`config.mk`:
```
export PLATFORM = sky130hd
export DESIGN_NAME = iccm_controller
export DESIGN_NICKNAME = d
export VERILOG_FILES = /design/src/source/boot_pkg.sv /design/src/source/iccm_controller.sv
export SDC_FILE = /design/constraint.sdc
export NUM_CORES = 1
export LEC_CHECK = 0
export BUFFER_PORTS_ARGS = -buffer_cell sky130_fd_sc_hd__buf_2
export CORE_MARGIN = 2
export CORE_UTILIZATION = 25
export DETAILED_ROUTE_END_ITERATION = 8
export SLEW_MARGIN = 10
export SYNTH_ARGS = -nofsm -noshare
export SYNTH_HDL_FRONTEND = slang
export SYNTH_SLANG_ARGS = --single-unit
```
`constraint.sdc`:
```
create_clock -name clock -period 1.68 [get_ports clock]
set_input_delay 0 -clock clock [delete_from_list [all_inputs] [get_ports clock]]
set_output_delay 0 -clock clock [all_outputs]
set_load 0.05 [all_outputs]
```
`src/source/boot_pkg.sv`:
```
package boot_pkg;

  // one received byte with its strobe
  typedef struct packed {
    logic       valid;
    logic [7:0] data;
  } rx_byte_t;

  // one instruction memory write
  typedef struct packed {
    logic        we;
    logic [11:0] addr;
    logic [31:0] wdata;
  } imem_wr_t;

  // fetch port, word addressed
  typedef struct packed {
    logic        req;
    logic [11:0] addr;
  } fetch_req_t;

  typedef struct packed {
    logic        rvalid;
    logic [31:0] rdata;
  } fetch_rsp_t;

  typedef enum logic [1:0] {
    RX_IDLE,
    RX_START,
    RX_DATA,
    RX_STOP
  } rx_state_e;

  typedef enum logic [1:0] {
    CTRL_COLLECT,
    CTRL_WRITE,
    CTRL_DONE
  } ctrl_state_e;

  // last word of a boot image, never stored
  localparam logic [31:0] BOOT_END_WORD = 32'h0000_0FFF;

endpackage

```
`src/source/iccm_controller.sv`:
```
`timescale 1ns/1ps

module iccm_controller import boot_pkg::*; #(
  parameter int IMEM_AW = 12
) (
  input  logic     clock,
  input  logic     reset_i,
  input  rx_byte_t rx_byte_i,
  output imem_wr_t imem_wr_o,
  output logic     core_reset_o
);

  ctrl_state_e        state_q;
  logic [1:0]         byte_cnt_q;
  logic [31:0]        word_q;
  logic [31:0]        word_next;
  logic [IMEM_AW-1:0] addr_q;
  logic               core_reset_q;
  logic               byte_take;

  // bytes are ignored once the image is complete
  assign byte_take = rx_byte_i.valid && (state_q != CTRL_DONE);

  // newest byte enters at the top, so byte 0 ends up in bits 7:0
  assign word_next = {rx_byte_i.data, word_q[31:8]};

  always_ff @(posedge clock) begin
    if (byte_take) begin
      word_q <= word_next;
    end
  end

  always_ff @(posedge clock) begin
    if (reset_i) begin
      state_q      <= CTRL_COLLECT;
      byte_cnt_q   <= '0;
      addr_q       <= '0;
      core_reset_q <= 1'b1;
    end else begin
      if (byte_take) begin
        byte_cnt_q <= byte_cnt_q + 1'b1;
      end
      case (state_q)
        CTRL_COLLECT: begin
          if (byte_take && byte_cnt_q == 2'd3) begin
            if (word_next == BOOT_END_WORD) begin
              // terminator releases the core, no write
              state_q      <= CTRL_DONE;
              core_reset_q <= 1'b0;
            end else begin
              state_q <= CTRL_WRITE;
            end
          end
        end
        CTRL_WRITE: begin
          // single write cycle, then next word address
          addr_q  <= addr_q + 1'b1;
          state_q <= CTRL_COLLECT;
        end
        CTRL_DONE: begin
          state_q <= CTRL_DONE;
        end
        default: begin
          state_q <= CTRL_COLLECT;
        end
      endcase
    end
  end

  assign imem_wr_o = '{
    we:    (state_q == CTRL_WRITE),
    addr:  12'(addr_q),
    wdata: word_q
  };

  assign core_reset_o = core_reset_q;

endmodule

```
==> flow_summary.yaml <==
die:
  die_width_um: 87.6
  fp.coreArea_sq_um: 6790
  std_cell_rows: 30
  fp.dieH_um: 87.6
  dieArea_sq_um: 7680
  io-pin-count: 57
  start_util: 0.257
synthesis:
  async_reset_ff_frac: 0
  synthMostInstantiatedCell: "edfxtp_1"
  synth.cell_area_sq_um: 1750
  synth_fp_nets: 132
  yosysSeqAreaShare: 0.744
  netlist-cell-type-count: 26
  synth_area_per_cell_sq_um: 14.7
  ys_ff_latch: 49
  synth_largest_type_area_fraction: 0.550
  synth_warnings: 0
  synth_largest_area_cell: "edfxtp_1"
  synth_edf_count: 32
  synth.top_cells.by_area: "edfxtp_1 (55%), dfxtp_1 (19%), xor2_1 (4.5%)"
  post_synth_most_frequent_cells: "edfxtp_1 (32), dfxtp_1 (17), nor2_1 (14)"
  synthFlopType: "edfxtp_1"
  netlist_instances: 119
power:
  p_clk_frac: 0.299
  leakage_nw: 0.946
  irDropWorstVdd_uv: 283
  power.switching_fraction: 0.271
  share_comb_of_total_power: 0.113
  internal-power_mw: 1.69
  seqPwrFrac: 0.588
  power.switching_uw: 629
  finalPower_mw: 2.32
  power_dens_cells_nw_per_um2: 991
global_route:
  overflow: 0
  grt_antenna_before_repair: 0
  via_count_of_the_first_global_routing_pass: 1190
  grt.total_usage: 0.101
  grt_max_degree: 33
  grt_first_pass_wirelength_um: 5790
final_layout:
  area_delta_synth_final_pct: 34.1
  antennaDiodeCount: 0
  post-route-cell-area_sq_um: 2340
  n_fill_cell: 683
  instances_no_fill: 287
  drive_above_1_share: 0.366
  fin_util: 0.345
  final_net_count: 203
timing:
  min_period_ps: 1520
  final_hold_viol_count: 0
  worst_slack_ps: 164
  max_freq_mhz: 660
  timing.final.max_slew_violations: 0
  grt_setup_unrepaired: "false"
  setup-tns-final_ps: 0
  hold_ws_ps: 55.6
  setup-violations-final: 0
  finalClockSkew_ps: 4.92
  slew_headroom: 0.736
  tightest_slew_ps: 396
  final_min_period_over_clock_period: 0.902
worst_setup_path:
  worst-endpoint-required_ps: 1870
  timing.critical_path.to_type: "flop"
  critPathKind: "reg2reg"
  r2r_setup_slack_ps: 160
  maximum_fanout_encountered_on_the_critical_timing_path: 3
  critPathArrivalTime_ps: 1700
  critPathLaunchType: "flop"
placement:
  place.port_buffers: 56
  hpwlAfterDp_um: 2650
  dp.cells: 271
  placedInstanceArea_sq_um: 2160
  place_worst_setup_slack_ps: 93.3
  gp_congestion: 0.725
min_path:
  hold_path_class: "in2reg"
clock_tree:
  clkTransAtPathRegs_ps: 90
  clock_insertion_delay_worst_skew_ps: 300
  cts_max_path_buffers: 2
  cts_tree: "yes"
  htree_levels: 2
  cts_inserted_buffers: 5
  cts_num_sinks: 49
  root_buffer: "clkbuf_8"
job:
  maxCapViolCount: 0
route:
  drt_iter0_drc: 79
  drt_wl_total_um: 3650
  drt-vias-per-instance: 4.12
  final_antenna_net_count: 0
  vias: 1182
  wl_per_cell_um: 12.7
  dr.pass1.iters: 4
  drc: 0
run_status:
  run_status: "completed"
-- final timing paths --
path               from            to  depth (start not counted)
max          word_q[29]  core_reset_o                          4
min             reset_i     addr_q[1]                          2
max reg2reg  word_q[29]  core_reset_o                          4
min reg2reg  word_q[25]    word_q[17]                          0
-- placed cells by master (no fill, tap or decap), drive strengths merged, types with 2 or more instances in the layout --
cell	instances
nand3	5
ha	2
nand4	5
dlygate4sd3	8
mux2i	2
clkbuf	5
edfxtp	32
nor2	14
o21ai	3
dfxtp	17
a21oi	2
nor4	5
buf	58
or3	2
and3	2
and4b	3
inv	3
clkinv	2
xor2	9
nand2	5
-- layer usage --
metal | wire, um | global-route usage | vias up
met5 | 0 | 0 | -
met3 | 272 | 0.0434 | 7
met1 | 1590 | 0.126 | 553
li1 | - | - | 586
met4 | 94 | 0.0517 | 0
met2 | 1700 | 0.149 | 36
-- final cells by class --
| class | instances | area (sq um) | area share |
|---|---|---|---|
| clock buffers | 5 | 68.8 | 0.0294 |
| flip-flops and latches | 49 | 1300 | 0.555 |
| clock inverters | 3 | 21.3 | 0.00908 |
| multi-input cells | 66 | 449 | 0.192 |
| repair buffers | 66 | 375 | 0.160 |
| inverters | 2 | 7.51 | 0.00320 |
| well taps | 96 | 120 | 0.0513 |
-- power groups by stage --
stage,Sequential (mW),Clock (mW),Combinational (mW)
detailed placement,1.39,0,0.248
finish,1.37,0.695,0.261
global placement,1.39,0,0.247
CTS,1.37,0.721,0.263
global route,1.37,0.766,0.274
floorplan,1.54,0,0.0321
-- cell families after synthesis --
logic type	count (synthesis)	synth area share
simple gates	45	0.148
buf+inv	4	0.00859
fa+ha+maj	2	0.0143
mux	2	0.0115
compound gates	7	0.0229
flops	49	0.744
xor+xnor	10	0.0501
-- critical path: stages (launching register included) --
cell and delay (ps):
edfxtp_1 430, nor4_1 310, nand4_1 190, nor4_4 360, a31oi_1 120
-- state kept, by name (all words and copies together) (netlist names) --
register / count
word_q: 32
core_reset_o: 1
byte_cnt_q: 2
state_q: 2
addr_q: 12
-- timing repair --
item                       CTS  global route
setup buffers                0             0
resized for setup            0             2
hold buffers                 8             0
hold endpoints to repair     8             0
setup endpoints to repair    0             1
No activity file was read; power rests on OpenSTA's default activity.
