--- src/source/boot_pkg.sv ---
package boot_pkg;

  // one received byte with its strobe
  typedef struct packed {
    logic       valid;
    logic [7:0] data;
  } rx_byte_t;

  // one instruction memory write
  typedef struct packed {
    logic        we;
    logic [11:0] addr;
    logic [31:0] wdata;
  } imem_wr_t;

  // fetch port, word addressed
  typedef struct packed {
    logic        req;
    logic [11:0] addr;
  } fetch_req_t;

  typedef struct packed {
    logic        rvalid;
    logic [31:0] rdata;
  } fetch_rsp_t;

  typedef enum logic [1:0] {
    RX_IDLE,
    RX_START,
    RX_DATA,
    RX_STOP
  } rx_state_e;

  typedef enum logic [1:0] {
    CTRL_COLLECT,
    CTRL_WRITE,
    CTRL_DONE
  } ctrl_state_e;

  // last word of a boot image, never stored
  localparam logic [31:0] BOOT_END_WORD = 32'h0000_0FFF;

endpackage

--- src/source/uart_rx.sv ---
`timescale 1ns/1ps

module uart_rx import boot_pkg::*; #(
  parameter int CLKS_PER_BIT = 87
) (
  input  logic     clock,
  input  logic     reset_i,
  input  logic     rx_serial_i,
  output rx_byte_t rx_byte_o
);

  localparam int CNT_W = $clog2(CLKS_PER_BIT);
  localparam logic [CNT_W-1:0] BIT_LAST = CNT_W'(CLKS_PER_BIT - 1);
  localparam logic [CNT_W-1:0] HALF_BIT = CNT_W'((CLKS_PER_BIT - 1) / 2);

  logic             rx_meta_q;
  logic             rx_sync_q;
  logic             rx_prev_q;
  rx_state_e        state_q;
  logic [CNT_W-1:0] clk_cnt_q;
  logic [2:0]       bit_idx_q;
  logic [7:0]       shift_q;
  logic             valid_q;

  // two flop synchronizer, idles high like the line
  always_ff @(posedge clock) begin
    if (reset_i) begin
      rx_meta_q <= 1'b1;
      rx_sync_q <= 1'b1;
      rx_prev_q <= 1'b1;
    end else begin
      rx_meta_q <= rx_serial_i;
      rx_sync_q <= rx_meta_q;
      rx_prev_q <= rx_sync_q;
    end
  end

  always_ff @(posedge clock) begin
    if (reset_i) begin
      state_q   <= RX_IDLE;
      clk_cnt_q <= '0;
      bit_idx_q <= '0;
      valid_q   <= 1'b0;
    end else begin
      valid_q <= 1'b0;
      case (state_q)
        RX_IDLE: begin
          clk_cnt_q <= '0;
          bit_idx_q <= '0;
          // falling edge starts a frame
          if (rx_prev_q && !rx_sync_q) begin
            state_q <= RX_START;
          end
        end
        RX_START: begin
          if (clk_cnt_q == HALF_BIT) begin
            clk_cnt_q <= '0;
            // glitch shorter than half a bit
            if (rx_sync_q) begin
              state_q <= RX_IDLE;
            end else begin
              state_q <= RX_DATA;
            end
          end else begin
            clk_cnt_q <= clk_cnt_q + 1'b1;
          end
        end
        RX_DATA: begin
          if (clk_cnt_q == BIT_LAST) begin
            clk_cnt_q <= '0;
            bit_idx_q <= bit_idx_q + 1'b1;
            if (bit_idx_q == 3'd7) begin
              state_q <= RX_STOP;
            end
          end else begin
            clk_cnt_q <= clk_cnt_q + 1'b1;
          end
        end
        RX_STOP: begin
          if (clk_cnt_q == BIT_LAST) begin
            clk_cnt_q <= '0;
            state_q   <= RX_IDLE;
            // low stop bit means framing error, byte dropped
            valid_q   <= rx_sync_q;
          end else begin
            clk_cnt_q <= clk_cnt_q + 1'b1;
          end
        end
        default: begin
          state_q <= RX_IDLE;
        end
      endcase
    end
  end

  // data bits arrive lsb first
  always_ff @(posedge clock) begin
    if (state_q == RX_DATA && clk_cnt_q == BIT_LAST) begin
      shift_q <= {rx_sync_q, shift_q[7:1]};
    end
  end

  assign rx_byte_o = '{valid: valid_q, data: shift_q};

endmodule

--- config.mk ---
export PLATFORM = sky130hd
export DESIGN_NAME = uart_rx
export DESIGN_NICKNAME = d
export VERILOG_FILES = /design/src/source/boot_pkg.sv /design/src/source/uart_rx.sv
export SDC_FILE = /design/constraint.sdc
export NUM_CORES = 1
export LEC_CHECK = 0
export BUFFER_PORTS_ARGS = -buffer_cell sky130_fd_sc_hd__buf_2
export CORE_UTILIZATION = 62
export CTS_BUF_LIST = sky130_fd_sc_hd__clkbuf_2
export CTS_CLUSTER_SIZE = 12
export DETAILED_ROUTE_END_ITERATION = 6
export PLACE_DENSITY_LB_ADDON = 0.3
export SYNTH_ARGS = -nofsm -noshare
export SYNTH_HDL_FRONTEND = slang
export SYNTH_SLANG_ARGS = --single-unit
--- constraint.sdc ---
create_clock -name clock -period 5 [get_ports clock]
set_clock_uncertainty 0.15 [all_clocks]
set_input_delay 0.75 -clock clock [delete_from_list [all_inputs] [get_ports clock]]
set_output_delay 0.75 -clock clock [all_outputs]
set_load 0.005 [all_outputs]
==> flow_metrics.tcl <==
set metrics [dict create \
    rr_worst_depth 5 \
    status "finished, final reports clean" \
    syn_inst 85 \
    cts_root_buf "clkbuf_2" \
    boundaryPins 12 \
    antenna_found_initial 0 \
    power.density_mw_per_mm2 314 \
    p_leak_uw 0.000393 \
    vdd_ir_drop_max_v 0.000185 \
    synth_flop_cell "dfxtp_1" \
    synthTopCellsByArea "dfxtp_1, edfxtp_1, ha_1, nor2_1, nand3_1" \
    routed_wl_microns 1690 \
    synth_top_area_cell "dfxtp_1" \
    post_dp_cell_area_sq_mm 0.00102 \
    multi_input_area_sq_um 374 \
    vias 672 \
    die_y_microns 41.4 \
    io_buffers 11 \
    fin_area_sq_mm 0.00106 \
    p_total_uw 334 \
    path_class "reg2reg" \
    synth_top_area_share 0.333 \
    yosysSeqAreaShare 0.583 \
    maxCapViolations 0 \
    slew_viol_final 0 \
    hp-start "rx_meta_q$_SDFF_PP1_" \
    ys_warn_count 0 \
    antenna_cells 0 \
    period_needed_ps 1950 \
    start_util 0.703 \
    arrival_ps 1800 \
    drive_gt1_frac 0.227 \
    rsz0062_at_grt "false" \
    clk_latency_ps 340 \
    max_freq_mhz 513 \
    hold_viol_final 0 \
    ant_nets 0 \
    synth_seq_cells 24 \
    first_pass_iters 4 \
    fillers 99 \
    hold_depth 1 \
    cp_max_fo 8 \
    min_path_type "reg2reg" \
    cts.repair.resized 0 \
    grt_usage 0.233 \
    clk_path_buf_depth 2 \
    r2r_start "clk_cnt_q[0]$_SDFF_PP0_" \
    end_kind "flip-flop" \
    relSlewSlack 0.571 \
    syn-num-nets 92 \
    design.core.area_sq_mm 0.00137 \
    synth_cell_type_count 27 \
    startpoint_type "flip-flop" \
    timing.setup.tns_ps 0 \
    rows 13 \
    slowest_stage "nor2_1" \
    wl_per_cell_microns 15.0 \
    drc 0 \
    synthToLayoutAreaGrowth_pct 10.8 \
    grt_overflow 0 \
    syn_area_sq_um 961 \
    worst_ep_required_time_ps 4850 \
    postLayoutCoreUtil 0.779 \
    setup_violations 0 \
    numCtsBuffers 3 \
    finalCritPeriodShare 0.390 \
    rr_endpoint "shift_q[4]$_DFFE_PP_" \
    grt_max_degree 15 \
    drt_first_iter_violations 28 \
    critPathLaunch "clk_cnt_q[0]$_SDFF_PP0_" \
    grt_pass1_wl_microns 2490 \
    chipWidth_microns 41.4 \
    cts.sinks 24 \
    gp_congestion 0.709 \
    async_flop_share 0 \
    cts_setup_buffers 0 \
    synth_edf_count 8 \
    regArea_sq_um 561 \
    cts_tree "built" \
    finalNetCount 105 \
    via_per_inst 6.00 \
    crit_path_end "shift_q[4]$_DFFE_PP_" \
    tightestPinTransition_ps 641 \
    synth.avg_cell_area_sq_um 11.3 \
    htreeDepth 1 \
    reg2reg_setup_slack_ps 3050 \
    dpl.hpwl_microns 1300 \
    grt_pass1_vias 602 \
    crit_chain "inv_1, ha_1, and4bb_1, nand3_2, nor2_1" \
    clk_pin_slew_ps 210 \
    max_stage_delay_ps 540 \
    dieArea_sq_mm 0.00171 \
    ctsHoldBuffers 0 \
]
area by class of cell:
| cell class | instances | share of cell area |
|---|---|---|
| Inverter | 3 | 0.0106 |
| Tap cell | 15 | 0.0176 |
| Sequential cell | 24 | 0.526 |
| Timing Repair Buffer | 11 | 0.0517 |
| Clock inverter | 1 | 0.0282 |
| Clock buffer | 3 | 0.0141 |
| Multi-Input combinational cell | 55 | 0.351 |
flip-flops by register name (all words and copies together) (netlist names), named ones only:
signal,cells
state_q,1
bit_idx_q,3
rx_meta_q,1
valid_q,1
rx_sync_q,1
rx_prev_q,1
clk_cnt_q,7
shift_q,8
worst max-delay path, delay by kind of cell (launching register included):
kind,cells,cell delay (ps)
buffers and inverters,1,60
adder cells (fa/ha/maj),1,130
AND/OR/NAND/NOR,3,910
flip-flops,1,370
layer usage:
metal  GRT usage  wire, microns
met1       0.251            692
met2       0.410            842
met3      0.0372             79
met4       0.169             70
met5           0              0
logic make-up (layout without fill, tap and decap cells):
family / after synthesis / after routing / share of synthesized area
fa+ha+maj: 4 / 4 / 0.0521
mux: 1 / 1 / 0.0156
flops: 24 / 24 / 0.583
compound gates: 7 / 7 / 0.0625
xor+xnor: 5 / 5 / 0.0456
buf+inv: 6 / 18 / 0.0273
simple gates: 38 / 38 / 0.214
metrics by stage:
stage                     setup WS, ps  hold WS (ps)  cells
after global placement            3140           243    108
after global routing              2930           330    112
after CTS                         3050           297    112
after detailed placement          3060           252    108
after floorplan                   3260           239     85
final                             3050           296    112
how the worst min path moves through the flow:
stage	slack, ps	end
6_report	300	rx_sync_q$_SDFF_PP1_
4_1_cts	300	rx_sync_q$_SDFF_PP1_
5_1_grt	330	rx_sync_q$_SDFF_PP1_
3_3_place_gp	240	rx_sync_q$_SDFF_PP1_
2_1_floorplan	240	rx_sync_q$_SDFF_PP1_
3_5_place_dp	250	rx_sync_q$_SDFF_PP1_
synthesized netlist by cell type (2+ instances only):
cell type  instances
a31oi_1            3
clkbuf_1           2
dfxtp_1           16
edfxtp_1           8
ha_1               4
inv_1              3
nand2_1            7
nand2b_1           2
nand3_1            7
nand4b_1           2
nor2_1            11
or2_2              2
xnor2_1            3
xor2_1             2
report_power, final:
group | total [uW] | switching [uW] | internal (uW) | leakage [uW]
Sequential | 204 | 1.77 | 202 | 0.000201
Combinational | 6.00 | 3.24 | 2.76 | 0.000165
Clock | 124 | 55.1 | 69.0 | 0.0000266
Total | 334 | 60.1 | 274 | 0.000393
layout by cell type, fill, tap and decap left out, types with 3 or more instances in the layout:
master / count
buf_2: 11
inv_1: 3
edfxtp_1: 8
ha_1: 4
nor2_1: 11
nand2_1: 7
dfxtp_1: 16
nand3_1: 7
a31oi_1: 3
clkbuf_2: 3
xnor2_1: 3
Power figures use the tool's default switching activity.
